--- config.mk ---
export PLATFORM = sky130hd
export DESIGN_NAME = lsu_top
export DESIGN_NICKNAME = d
export VERILOG_FILES = /design/src/hw/lsu_pkg.sv /design/src/hw/lsu_top.sv /design/src/hw/lsu_result.sv /design/src/hw/lsu_mem_if.sv /design/src/hw/lsu_decode.sv
export SDC_FILE = /design/constraint.sdc
export NUM_CORES = 1
export LEC_CHECK = 0
export CORE_UTILIZATION = 36
export CTS_CLUSTER_DIAMETER = 150
export DETAILED_ROUTE_END_ITERATION = 10
export DONT_BUFFER_PORTS = 1
export PLACE_DENSITY = 0.58
export SLEW_MARGIN = 10
export SYNTH_ARGS = -nofsm -noshare
export SYNTH_HDL_FRONTEND = slang
export SYNTH_SLANG_ARGS = --single-unit
--- constraint.sdc ---
create_clock -name i_clk -period 7.05 [get_ports i_clk]
set_clock_uncertainty 0.15 [all_clocks]
set_input_delay 0.3525 -clock i_clk [delete_from_list [all_inputs] [get_ports i_clk]]
set_output_delay 0.3525 -clock i_clk [all_outputs]
set_load 0.02 [all_outputs]
--- src/hw/lsu_pkg.sv ---
`default_nettype none

package lsu_pkg;

   localparam int XLEN      = 32;
   localparam int BIT_CNT_W = 5;   // Counts one serial word
   localparam int LANE_W    = 8;
   localparam int NUM_LANES = XLEN / LANE_W;

   // Access width from funct3[1:0]
   typedef enum logic [1:0] {
      BYTE = 2'd0,
      HALF = 2'd1,
      WORD = 2'd2
   } mem_width_e;

   // Decoded access held for the whole transfer
   typedef struct packed {
      mem_width_e width;
      logic       is_signed;
      logic       is_store;
      logic [1:0] lsb;
   } mem_op_t;

   // Serial phase control
   typedef struct packed {
      logic       en;       // Init or readout shifting
      logic       init;     // Store data shift-in phase
      logic [1:0] bytecnt;
   } serial_ctl_t;

   typedef struct packed {
      logic [XLEN-1:0]      dat;
      logic [NUM_LANES-1:0] sel;
      logic                 we;
      logic                 cyc;
   } bus_req_t;

endpackage

`default_nettype wire
--- src/hw/lsu_top.sv ---
`timescale 1ns/1ns
`default_nettype none

module lsu_top
   import lsu_pkg::*;
(
   input  logic                 i_clk,
   input  logic                 i_rst,
   input  logic                 i_start,
   input  logic [2:0]           i_funct3,
   input  logic                 i_store,
   input  logic [1:0]           i_lsb,
   input  logic                 i_rs2,
   input  logic [XLEN-1:0]      i_bus_rdt,
   input  logic                 i_bus_ack,
   output logic                 o_init,
   output logic                 o_busy,
   output logic                 o_done,
   output logic                 o_misalign,
   output logic [XLEN-1:0]      o_rd_data,
   output logic                 o_rd_valid,
   output logic [XLEN-1:0]      o_bus_dat,
   output logic [NUM_LANES-1:0] o_bus_sel,
   output logic                 o_bus_we,
   output logic                 o_bus_cyc
);

   mem_op_t     op;
   serial_ctl_t ctl;
   bus_req_t    req;
   logic        ack_evt;
   logic        rd;

   lsu_decode decode_i (
      .i_clk      (i_clk),
      .i_rst      (i_rst),
      .i_start    (i_start),
      .i_funct3   (i_funct3),
      .i_store    (i_store),
      .i_lsb      (i_lsb),
      .i_misalign (o_misalign),
      .i_ack_evt  (ack_evt),
      .o_op       (op),
      .o_ctl      (ctl),
      .o_busy     (o_busy),
      .o_done     (o_done)
   );

   lsu_mem_if mem_if_i (
      .i_clk      (i_clk),
      .i_rst      (i_rst),
      .i_op       (op),
      .i_ctl      (ctl),
      .i_rs2      (i_rs2),
      .i_bus_rdt  (i_bus_rdt),
      .i_bus_ack  (i_bus_ack),
      .o_req      (req),
      .o_misalign (o_misalign),
      .o_ack_evt  (ack_evt),
      .o_rd       (rd)
   );

   lsu_result result_i (
      .i_clk      (i_clk),
      .i_rst      (i_rst),
      .i_ctl      (ctl),
      .i_rd       (rd),
      .o_rd_data  (o_rd_data),
      .o_rd_valid (o_rd_valid)
   );

   assign o_init    = ctl.init;
   assign o_bus_dat = req.dat;
   assign o_bus_sel = req.sel;
   assign o_bus_we  = req.we;
   assign o_bus_cyc = req.cyc;

endmodule

`default_nettype wire

--- src/hw/lsu_result.sv ---
`timescale 1ns/1ns
`default_nettype none

module lsu_result
   import lsu_pkg::*;
(
   input  logic            i_clk,
   input  logic            i_rst,
   input  serial_ctl_t     i_ctl,
   input  logic            i_rd,
   output logic [XLEN-1:0] o_rd_data,
   output logic            o_rd_valid
);

   logic                 rd_phase;
   logic [BIT_CNT_W-1:0] bit_cnt;
   logic [XLEN-1:0]      data_q;
   logic                 valid_q;

   assign rd_phase = i_ctl.en & ~i_ctl.init;

   // LSB arrives first and ends up at bit 0
   always_ff @(posedge i_clk) begin
      if (rd_phase)
         data_q <= {i_rd, data_q[XLEN-1:1]};
   end

   always_ff @(posedge i_clk) begin
      if (i_rst) begin
         bit_cnt <= '0;
         valid_q <= 1'b0;
      end else begin
         if (rd_phase)
            bit_cnt <= bit_cnt + 1'b1;
         else
            bit_cnt <= '0;
         valid_q <= rd_phase && (bit_cnt == BIT_CNT_W'(XLEN - 1));   // One cycle after last bit
      end
   end

   assign o_rd_data  = data_q;
   assign o_rd_valid = valid_q;

   a_no_valid_in_init: assert property (@(posedge i_clk) disable iff (i_rst)
      $rose(o_rd_valid) |-> !i_ctl.init)
      else $error("result valid during init phase");

endmodule

`default_nettype wire

--- src/hw/lsu_mem_if.sv ---
`timescale 1ns/1ns
`default_nettype none

module lsu_mem_if
   import lsu_pkg::*;
(
   input  logic            i_clk,
   input  logic            i_rst,
   input  mem_op_t         i_op,
   input  serial_ctl_t     i_ctl,
   input  logic            i_rs2,
   input  logic [XLEN-1:0] i_bus_rdt,
   input  logic            i_bus_ack,
   output bus_req_t        o_req,
   output logic            o_misalign,
   output logic            o_ack_evt,
   output logic            o_rd
);

   logic [NUM_LANES-1:0][LANE_W-1:0] lanes;
   logic [NUM_LANES-1:0]             lane_en;
   logic [NUM_LANES-1:0]             sel;
   logic [1:0]                       rd_lane;
   logic                             rd_phase;
   logic                             dat_valid;
   logic                             dat_cur;
   logic                             shift_in;
   logic                             signbit;
   logic                             misalign_cond;
   logic                             init_q;
   logic                             cyc_q;

   // Which rs2 byte a lane takes during init
   function automatic logic [1:0] src_byte(input mem_width_e w, input logic [1:0] lane);
      case (w)
         WORD:    return lane;
         HALF:    return {1'b0, lane[0]};
         default: return 2'b00;
      endcase
   endfunction

   assign o_ack_evt = cyc_q & i_bus_ack;
   assign rd_phase  = i_ctl.en & ~i_ctl.init;
   assign rd_lane   = i_op.lsb + i_ctl.bytecnt;
   assign dat_valid = (i_op.width == WORD) || (i_ctl.bytecnt == 2'd0) ||
                      ((i_op.width == HALF) && (i_ctl.bytecnt == 2'd1));
   assign dat_cur   = lanes[rd_lane][0];
   assign shift_in  = i_ctl.init ? i_rs2 : 1'b0;
   assign o_rd      = dat_valid ? dat_cur : (signbit & i_op.is_signed);

   assign misalign_cond = (i_op.lsb[0] && (i_op.width != BYTE)) ||
                          (i_op.lsb[1] && (i_op.width == WORD));

   always_comb begin
      case (i_op.width)
         WORD:    sel = 4'b1111;
         HALF:    sel = i_op.lsb[1] ? 4'b1100 : 4'b0011;
         default: sel = 4'b0001 << i_op.lsb;
      endcase
   end

   always_comb begin
      for (int k = 0; k < NUM_LANES; k++) begin
         if (i_ctl.init)
            lane_en[k] = i_ctl.en && (i_ctl.bytecnt == src_byte(i_op.width, 2'(k)));
         else
            lane_en[k] = rd_phase && dat_valid && (rd_lane == 2'(k));
      end
   end

   always_ff @(posedge i_clk) begin
      if (o_ack_evt) begin
         lanes <= i_bus_rdt;   // Load data lands in the lanes
      end else begin
         for (int k = 0; k < NUM_LANES; k++) begin
            if (lane_en[k])
               lanes[k] <= {shift_in, lanes[k][LANE_W-1:1]};
         end
      end
      if (rd_phase && dat_valid)
         signbit <= dat_cur;   // Last valid bit is the sign
   end

   always_ff @(posedge i_clk) begin
      if (i_rst) begin
         o_misalign <= 1'b0;
         init_q     <= 1'b0;
         cyc_q      <= 1'b0;
      end else begin
         if (i_ctl.init)
            o_misalign <= misalign_cond;
         init_q <= i_ctl.init;
         if (o_ack_evt)
            cyc_q <= 1'b0;
         else if (init_q && !i_ctl.init && !o_misalign)
            cyc_q <= 1'b1;
      end
   end

   assign o_req = '{dat: lanes, sel: sel, we: i_op.is_store, cyc: cyc_q};

   a_sel_valid: assert property (@(posedge i_clk) disable iff (i_rst)
      cyc_q |-> (sel != '0) && !o_misalign)
      else $error("bus cycle with empty byte select or misaligned address");

   // Request frozen while the bus waits
   a_req_stable: assert property (@(posedge i_clk) disable iff (i_rst)
      (cyc_q && !i_bus_ack) |=> $stable(o_req))
      else $error("bus request changed before ack");

endmodule

`default_nettype wire

--- src/hw/lsu_decode.sv ---
`timescale 1ns/1ns
`default_nettype none

module lsu_decode
   import lsu_pkg::*;
(
   input  logic        i_clk,
   input  logic        i_rst,
   input  logic        i_start,
   input  logic [2:0]  i_funct3,
   input  logic        i_store,
   input  logic [1:0]  i_lsb,
   input  logic        i_misalign,
   input  logic        i_ack_evt,
   output mem_op_t     o_op,
   output serial_ctl_t o_ctl,
   output logic        o_busy,
   output logic        o_done
);

   typedef enum logic [2:0] {
      ST_IDLE,
      ST_INIT,
      ST_CHECK,
      ST_BUS,
      ST_READ
   } state_e;

   state_e               state;
   logic [BIT_CNT_W-1:0] cnt;
   logic                 cnt_last;
   logic                 done_q;
   mem_op_t              op_q;

   function automatic mem_width_e width_of(input logic [2:0] f3);
      case (f3[1:0])
         2'b00:   return BYTE;
         2'b01:   return HALF;
         default: return WORD;
      endcase
   endfunction

   assign cnt_last = (cnt == BIT_CNT_W'(XLEN - 1));

   // Op is latched only when a start is accepted
   always_ff @(posedge i_clk) begin
      if (state == ST_IDLE && i_start) begin
         op_q.width     <= width_of(i_funct3);
         op_q.is_signed <= ~i_funct3[2];
         op_q.is_store  <= i_store;
         op_q.lsb       <= i_lsb;
      end
   end

   always_ff @(posedge i_clk) begin
      if (i_rst) begin
         state  <= ST_IDLE;
         cnt    <= '0;
         done_q <= 1'b0;
      end else begin
         done_q <= 1'b0;
         case (state)
            ST_IDLE: begin
               cnt <= '0;
               if (i_start)
                  state <= ST_INIT;
            end
            ST_INIT: begin
               cnt <= cnt + 1'b1;   // Wraps to zero for the readout
               if (cnt_last)
                  state <= ST_CHECK;
            end
            ST_CHECK: begin
               if (i_misalign) begin
                  done_q <= 1'b1;   // No bus cycle
                  state  <= ST_IDLE;
               end else begin
                  state <= ST_BUS;
               end
            end
            ST_BUS: begin
               if (i_ack_evt) begin
                  if (op_q.is_store) begin
                     done_q <= 1'b1;
                     state  <= ST_IDLE;
                  end else begin
                     state <= ST_READ;
                  end
               end
            end
            ST_READ: begin
               cnt <= cnt + 1'b1;
               if (cnt_last) begin
                  done_q <= 1'b1;
                  state  <= ST_IDLE;
               end
            end
            default: state <= ST_IDLE;
         endcase
      end
   end

   assign o_op   = op_q;
   assign o_ctl  = '{en:      (state == ST_INIT) || (state == ST_READ),
                     init:    (state == ST_INIT),
                     bytecnt: cnt[BIT_CNT_W-1:BIT_CNT_W-2]};
   assign o_busy = (state != ST_IDLE);
   assign o_done = done_q;

   // Bus ack lands only between init and readout
   a_ack_in_bus: assert property (@(posedge i_clk) disable iff (i_rst)
      i_ack_evt |-> (state == ST_BUS))
      else $error("bus ack outside the bus phase");

endmodule

`default_nettype wire

# Yosys cells after proc, flatten, opt, wreduce, memory -nomap -nowiden
# Cells that the tools add are included.
dict set report word_totals {
  in_bits 43
  ff_bits 89
}
dict set report op_classes {
  n_mux 36
  n_shift 1
  order_cmp 1
  n_addsub 3
  reduce_logical 38
  n_eq_ne 21
  bitwise_logic 6
}
# operator n
set op_table {}
lappend op_table {{32-bit 2-to-1 mux} 1}
lappend op_table {{8-bit 2-to-1 mux} 4}
lappend op_table {{8-bit binary-select mux with 2-bit select} 1}
lappend op_table {{1-bit logical AND} 16}
lappend op_table {{3-bit 2-to-1 mux} 5}
lappend op_table {{3-bit one-hot mux with 5 select lines} 1}
lappend op_table {{1-bit 2-to-1 mux} 12}
lappend op_table {{2-bit 2-to-1 mux} 6}
lappend op_table {{2-bit nonzero test} 6}
lappend op_table {{5-bit by 1-bit adder with 5-bit output (second input constant)} 2}
lappend op_table {{5-bit == test (second input constant)} 2}
lappend op_table {{5-bit one-hot mux with 2 select lines} 1}
lappend op_table {{2-bit by 1-bit == test with 1-bit output (second input constant)} 4}
lappend op_table {{2-bit == test} 4}
lappend op_table {{2-bit one-hot mux with 2 select lines} 2}
lappend op_table {{4-bit one-hot mux with 2 select lines} 1}
lappend op_table {{2-bit OR reduction} 4}
lappend op_table {{2-bit == test (second input constant)} 3}
lappend op_table {{3-bit by 2-bit == test with 1-bit output (second input constant)} 2}
lappend op_table {{2-bit zero test} 3}
lappend op_table {{1-bit logical OR} 4}
lappend op_table {{4-bit 2-to-1 mux} 1}
lappend op_table {{2-bit by 1-bit != test with 1-bit output (second input constant)} 2}
lappend op_table {{2-bit != test (second input constant)} 2}
lappend op_table {{other kinds (12)} 17}

# Logic depth before layout (Yosys ltp)
# Gate-level depths: netlist of the first run.
dict set report logic_depth {
  ltp_word 9
  depth_mapped 7
  mapped_depth_nobuf 7
}

# Modules after synthesis
# Synthesis of the first run repeated with hierarchy kept, for this count alone.
dict set report hier_totals {
  hier_cells 321
  hier_area_um2 3806.2
}
# module n_inst seq_area_each_um2 cells_per_inst area_per_inst_um2
set modules_own_cells {}
lappend modules_own_cells {lsu_mem_if 1 1051.0 190 1823.0}
lappend modules_own_cells {lsu_result 1 1081.0 54 1207.4}
lappend modules_own_cells {lsu_decode 1 360.3 77 775.7}

# Least setup slack after synthesis of the first run
# OpenSTA, ideal clock, no wires.
dict set report synth_path {
  path_kind {register to register}
  start {reg decode_i.state[0]}
  end {reg mem_if_i.lanes (netlist bit mem_if_i.o_req[14]) (enable)}
  stages_incl_launch_ff 6
  t_required_ps 6525
  period_less_slack_ps 2546
  n_path_buf 1
  arrival_time_ps 2021
  path_slack_ps 4504
  cell_sequence {dfxtp_1 buf_4 or3b_4 clkinv_1 a41oi_1 a21oi_1}
}
dict set report synth_between {
  elab_chain_cells 7
  word_cells_on_any_way 10
}
# item line
set synth_rtl {}
lappend synth_rtl {{from (decl)} lsu_decode.sv:29} ;# state_e state;
lappend synth_rtl {{from (signal assigned)} lsu_decode.sv:57} ;# state <= ST_IDLE;
lappend synth_rtl {{from (signal assigned)} lsu_decode.sv:66} ;# state <= ST_INIT;
lappend synth_rtl {{from (signal assigned)} lsu_decode.sv:71} ;# state <= ST_CHECK;
lappend synth_rtl {{3-bit by 1-bit == test with 1-bit output / 3-bit == test (equally long branches)} {lsu_decode.sv:104, lsu_decode.sv:105}}
lappend synth_rtl {{1-bit logical OR / 1-bit inverter (equally long branches)} {lsu_decode.sv:104, lsu_mem_if.sv:43}}
lappend synth_rtl {{1-bit AND *} lsu_mem_if.sv:43} ;# assign rd_phase = i_ctl.en & ~i_ctl.init;
lappend synth_rtl {{via mem_if_i.rd_phase} lsu_mem_if.sv:24} ;# logic rd_phase;
lappend synth_rtl {{1-bit logical AND * (2 in a row)} lsu_mem_if.sv:67} ;# lane_en[k] = rd_phase && dat_valid && (rd_lane == 2'(k));
lappend synth_rtl {{1-bit 2-to-1 mux *} lsu_mem_if.sv:64} ;# if (i_ctl.init)
lappend synth_rtl {{2-bit nonzero test (no line) *} n/a}
lappend synth_rtl {{to (signal assigned)} lsu_mem_if.sv:73} ;# lanes <= i_bus_rdt;
lappend synth_rtl {{to (signal, indexed assignment)} lsu_mem_if.sv:77} ;# lanes[k] <= {shift_in, lanes[k][LANE_W-1:1]};
lappend synth_rtl {{to (decl)} lsu_mem_if.sv:20} ;# logic [NUM_LANES-1:0][LANE_W-1:0] lanes;
# Mark *: on every way through the listed nets, which the timed path passes. The rest lies on a longest branch.
# A chain may end at the register's enable or synchronous reset.

# Final worst setup path of the first run
dict set report layout_path {
  start {reg decode_i.state[2]}
  end {reg mem_if_i.lanes (netlist bit mem_if_i.o_req[17]) (enable)}
}
# Same word-level chain as after synthesis.

==> results of run 1 <==
[worst max-delay path by stage]
stage	startpoint	endpoint	slack, ps	depth (start not counted)
floorplan	decode_i.state[0]$_SDFFE_PP0P_	mem_if_i.o_req[14]$_DFFE_PP_	4500	5
global placement	decode_i.state[2]$_SDFFE_PP0P_	mem_if_i.o_req[18]$_DFFE_PP_	4290	5
detailed placement	decode_i.state[2]$_SDFFE_PP0P_	mem_if_i.o_req[17]$_DFFE_PP_	4220	5
CTS	decode_i.state[2]$_SDFFE_PP0P_	mem_if_i.o_req[17]$_DFFE_PP_	4180	5
global route	decode_i.state[2]$_SDFFE_PP0P_	mem_if_i.o_req[16]$_DFFE_PP_	4000	5
finish	decode_i.state[2]$_SDFFE_PP0P_	mem_if_i.o_req[17]$_DFFE_PP_	4210	5
[synth_stat cells (all sizes together) (3+ instances only)]
cell type	n
ha	10
nand3b	3
clkbuf	7
edfxtp	71
dfxtp	18
inv	8
and3	3
nor2	20
buf	10
a21o	5
nor3	14
and2	6
nand2	94
nor2b	6
a21oi	9
xor2	3
o21ai	5
a41oi	3
[cell usage in the layout (no fill, tap or decap), types with 3 or more instances in the layout]
| cell type | netlist | routed |
|---|---|---|
| inv_1 | 7 | 7 |
| nor2_1 | 18 | 18 |
| o21ai_0 | 4 | 4 |
| ha_1 | 10 | 10 |
| nor3_1 | 13 | 13 |
| a41oi_1 | 3 | 3 |
| edfxtp_1 | 71 | 71 |
| dlygate4sd3_1 | 0 | 13 |
| buf_4 | 2 | 3 |
| a21oi_1 | 9 | 9 |
| nor2b_1 | 6 | 6 |
| nand3b_1 | 3 | 3 |
| a21o_1 | 5 | 5 |
| inv_6 | 0 | 3 |
| clkbuf_8 | 0 | 9 |
| and2_1 | 6 | 6 |
| xor2_1 | 3 | 3 |
| nand2_1 | 94 | 94 |
| dfxtp_1 | 18 | 18 |
[power breakdown]
part | switching, mW | total [mW] | internal [mW]
Sequential | 0.0308 | 0.616 | 0.585
Combinational | 0.0373 | 0.0617 | 0.0244
Clock | 0.192 | 0.362 | 0.171
Total | 0.260 | 1.04 | 0.780
[through the flow]
stage / total power [mW] / setup WS, ps / cells / hold slack, ps / utilization (%)
3_3_place_gp: 0.681 / 4290 / 448 / 279 / 38.1
5_1_grt: 1.08 / 4000 / 477 / 4.50 / 41.3
4_1_cts: 1.05 / 4180 / 476 / 0.885 / 41.2
2_1_floorplan: 0.670 / 4500 / 326 / 268 / -
6_report: 1.04 / 4210 / 477 / 15.5 / 41.3
3_5_place_dp: 0.683 / 4220 / 448 / 281 / 38.1
[metal layers]
layer	part of all wire, %	global-route usage, %	wire length [µm]
met5	0	0	0
met4	1.1	4.73	83
met3	8.7	6.24	672
met2	47	22.7	3640
met1	43	17.8	3300
[sequential cells by signal (all words and copies together) (netlist names)]
name and count:
result_i.o_rd_valid 1, decode_i.o_op 6, result_i.o_rd_data 32, result_i.bit_cnt 5, mem_if_i.cyc_q 1, mem_if_i.o_misalign 1, decode_i.cnt 5, decode_i.state 3
decode_i.o_done 1, mem_if_i.o_req 32, mem_if_i.init_q 1, mem_if_i.signbit 1
[final cells by class]
class | instances | area [µm²] | area share [%]
clock buffers | 9 | 124 | 2.90
repair buffers | 16 | 153 | 3.58
multi-input cells | 211 | 1210 | 28.4
flip-flops and latches | 89 | 2490 | 58.4
inverters | 9 | 33.8 | 0.792
clock inverters | 7 | 83.8 | 1.96
well taps | 136 | 170 | 3.99
[logic make-up after synthesis]
kind of cell               after synthesis  share of synthesized area [%]
AOI/OAI and AO/OA                       33                           6.25
xor gates and xnor gates                 5                           1.51
adders and majority gates               12                           3.80
buffers and inverters                   26                           3.11
DFF                                     89                           65.2
muxes                                    4                           1.77
and+or+nand+nor                        157                           18.3
[timing repair]
action                                 4_1_cts  5_1_grt
buffers inserted                             0        0
resized for setup                            0        0
setup endpoints to repair                    0        0
endpoints found under the hold margin       23        1
hold buffers                                12        1
==> impl_results.md, run 1 <==
- Outcome: finished, final reports clean
- CP Launch Type: flop
- P&R area growth vs syn: 11.7%
- Reg clk slew, reported paths: approximately 100 ps
- Detail Placement HPWL: 5.41 mm
- Wire per inst: 16.1 µm
- Starting Density: a little under two fifths
- Core area: between 10000 and 15000 µm²
- Post-synth cell types: between 40 and 50
- Filler Cells Inserted: just under 1000
- Initial antenna violation count: 0
- Fin. max-slew vios: 0
- R2R Path Start: decode_i.state[2]$_SDFFE_PP0P_
- Worst VDD drop: approximately 0.00013 V
- Fin. Hold Viols: 0
- Pwr dens: 244 nW/µm²
- Leading area contributor after synthesis: edfxtp_1
- Drc violations: 0
- Hold path depth: 2
- Syn avg cell area: 11.7 µm²
- Tot GR Track Use: roughly 14%
- P_leak: 1.65 nW
- Routed Antenna Nets: 0
- Synth Instances: approximately 330
- First-pass GRT wire length: roughly 12 mm
- Min-delay worst type: in2reg
- Slowest cell on crit path: a21oi_1
- CTS tree: built
- Max stage delay on crit path: about 630 ps
- Critical Path RT: roughly 7000 ps
- Yosys top cell area share: ~56%
- Register-to-register setup slack: around 4200 ps
- Total CTS buffers: 9
- Hold Startpoint: i_bus_rdt[24]
- Vias: about 2500
- R2R cell count: 5
- Ant diodes: 0
- Initial DRC Count: about 180
- Max_cap viols: 0
- Period utilization: a little over 40%
- Arr. time, crit path: 2680 ps
- Worst-Skew Late Latency: ~360 ps
- Synth Register Bits: 89
- Die extent in y: 105 µm
- Synth Flop Type: edfxtp_1
- CP Cell Sequence: or3b_4 > clkinv_1 > buf_4 > a41oi_1 > a21oi_1
- WHS Endpoint: mem_if_i.o_req[30]$_DFFE_PP_
- Post-layout min period: approximately 2800 ps
- Design area: 4270 µm²
- Total nets after synthesis: ~380
- Relative slew slack: ~45%
- Crit path max-delay family: compound AO/OA/AOI/OAI gates
- Number of global-route vias before repair: between 2000 and 2500
- Crit end category: flop
- CTS max path bufs: 2
- First-pass iteration count of the detailed router: 4
- CTS H-tree lvls: 3
- Via density: 5.15
- Placed Area: between 3000 and 4000 µm²
- RSZ-0062 raised after global routing: no
- Worst r2r dst: mem_if_i.o_req[17]$_DFFE_PP_
- Clock root buffer: clkbuf_8
- Share of post-route cells with drive strength above 1: under 10%
- Ranking of synthesized cells by area: edfxtp_1 56%, dfxtp_1 9.4%, nand2_1 9.2%, ha_1 3.3%, nor2_1 1.8%
- Row count: 37
- Post-synthesis instance area: 3820 µm²
- Setup TNS: 0 ps
- Congestion Overflow GR: 0
- Synth Warn #: 0
- EDFF count, synth: roughly 70
- Buf/Inv on CP: 2
- Final GP Congestion: between 0.7 and 0.8
- Chip width: 105 µm
- CTS sink cnt: 89
- I/O pin total: about 120
- WL final: approximately 7.7 mm
- Overall die area: 11000 µm²
- Seq/Total Area, Yosys: roughly two thirds
- Asr flop ratio synth: 0%
- Crit Path Class: reg2reg
- NumNets Final: about 390
- Max FO, Critical Path: 36
- Fmax: between 300 and 400 MHz
- Setup violations, final: 0
- Number of port buffers: 0
- Worst-Margin Slew: slightly above 800 ps
- Largest net degree at the start of global routing: 37
No activity file was read; power rests on OpenSTA's default activity.
==> run 2: changes to the inputs <==
Clock period 7.05 ns to 2.71 ns, I/O delays scaled along.
==> impl_results.md, run 2 (same netlist as run 1, synthesis figures left out) <==
- Worst-Skew Late Latency: 360 ps
- Post-layout min period: between 2000 and 2500 ps
- Max FO, Critical Path: 7
- Fmax: roughly 430 MHz
- R2R cell count: 6
- Reg clk slew, reported paths: about 90 ps
- Routed Antenna Nets: 0
- Row count: 37
- Max_cap viols: 0
- Placed Instances: between 400 and 500
- Pre-CTS setup slack: approximately 440 ps
- Detail Placement HPWL: 5.57 mm
- Setup TNS: 0 ps
- Overall die area: 11000 µm²
- I/O pin total: between 100 and 150
- Clock root buffer: clkbuf_8
- Wire per inst: 15.9 µm
- Final WS setup: 389 ps
- Post-layout util: ~44%
- CTS sink cnt: 89
- CP Cell Sequence: inv_1 > ha_1 > nor2b_1 > a21oi_1 > o21ai_0
- P&R area growth vs syn: 19.6%
- P_leak: around 1.8 nW
- Total CTS buffers: 9
- Vias: around 2600
- Pwr dens: between 500 and 600 nW/µm²
- Worst-Margin Slew: just over 700 ps
- Slowest cell on crit path: o21ai_0
- Tot GR Track Use: ~15%
- Setup violations, final: 0
- Congestion Overflow GR: 0
- CTS max path bufs: 2
- Placed Area: slightly below 4000 µm²
- Crit Path Class: reg2out
- WL final: 8.15 mm
- Fin. Hold Viols: 0
- RSZ-0062 raised after global routing: no
- Share of post-route cells with drive strength above 1: 10.1%
- Period utilization: between 80% and 90%
- Critical Path RT: 2420 ps
- Worst VDD drop: about 0.00044 V
- First-pass GRT wire length: between 10 and 15 mm
- Arr. time, crit path: 2040 ps
- CP Launch Type: flop
- Initial DRC Count: 150
- Fin. max-slew vios: 0
- Initial antenna violation count: 0
- Largest net degree at the start of global routing: 35
- Min-delay worst type: in2reg
- Post-Layout Cell Count: 511
- Relative slew slack: between 50% and 60%
- CTS tree: built
- Core area: 10300 µm²
- Design area: ~4600 µm²
- CTS resizes: 0
- Most common cell after layout, fill and taps aside: nand2_1
- Filler Cells Inserted: 920
- Number of global-route vias before repair: around 2500
- CTS H-tree lvls: 3
- Final GP Congestion: 0.750
- Crit end category: primary output
- NumNets Final: 423
- Hold path depth: 2
- First-pass iteration count of the detailed router: 4
- Drc violations: 0
- Via density: about 5
- Max stage delay on crit path: ~560 ps
- Outcome: finished, final reports clean
- Commonest non-fill, non-tap cells in the layout: 94 x nand2_1, 71 x edfxtp_1, 41 x dlygate4sd3_1, 18 x nor2_1, 18 x dfxtp_1
- Number of port buffers: 0
- Starting Density: a little under two fifths
- Die extent in y: about 110 µm
- Ant diodes: 0
- Chip width: between 100 and 150 µm
[run 2: cell types whose count changed in the layout (fill, tap and decap cells not counted)]
cell	previous run	this run
inv_6	3	2
clkinvlp_4	1	3
inv_8	1	2
dlygate4sd3_1	13	41
clkinv_4	1	0
bufinv_16	1	0
buf_4	3	9
[run 2: layout make-up]
cell class	count	area [µm²]	share of cell area [%]
multi-input cells	211	1210	26.5
clock inverters	7	62.6	1.37
flip-flops and latches	89	2490	54.5
well taps	136	170	3.72
clock buffers	9	124	2.71
repair buffers	50	478	10.5
inverters	9	33.8	0.739
[run 2: power by group]
group	leakage (nW)	switching [mW]	internal, mW	total (mW)
Sequential	0.801	0.0753	1.52	1.60
Clock	0.0863	0.511	0.352	0.863
Combinational	0.892	0.113	0.0954	0.209
Total	1.78	0.699	1.97	2.67
[run 2: layer usage]
layer | vias up | routed length [µm] | track usage, %
met5 | - | 0 | 0
met4 | 0 | 99 | 5.13
met3 | 10 | 689 | 6.86
met2 | 92 | 3820 | 24.0
met1 | 1222 | 3540 | 18.7
li1 | 1227 | - | -
[run 2: worst paths after layout]
path	startpoint	to	slack [ps]
worst max-delay path	decode_i.o_op[4]$_DFFE_PP_	o_bus_sel[1]	390
worst min-delay path	i_rs2	mem_if_i.o_req[21]$_DFFE_PP_	40
worst max register to register	decode_i.o_op[5]$_DFFE_PP_	mem_if_i.o_req[31]$_DFFE_PP_	440
worst min register to register	result_i.bit_cnt[0]$_SDFF_PP0_	result_i.bit_cnt[0]$_SDFF_PP0_	310
[run 2: worst max-delay path, delay by kind of cell (launching register included)]
family | cells | cell delay [ps]
AOI/OAI and AO/OA | 2 | 620
adders and majority gates | 1 | 310
buffers and inverters | 1 | 130
DFF | 1 | 430
and+or+nand+nor | 1 | 180
[run 2: per-stage QoR]
step           total power [mW]  hold slack, ps
4_1_cts                    2.70            21.5
3_3_place_gp               1.78            61.0
3_5_place_dp               1.78            62.5
5_1_grt                    2.77            25.3
2_1_floorplan              1.74            64.8
6_report                   2.67            40.3
[run 2: repair_timing]
item	CTS	global route
endpoints found under the hold margin	62	0
hold buffers	41	0
buffers inserted	0	0
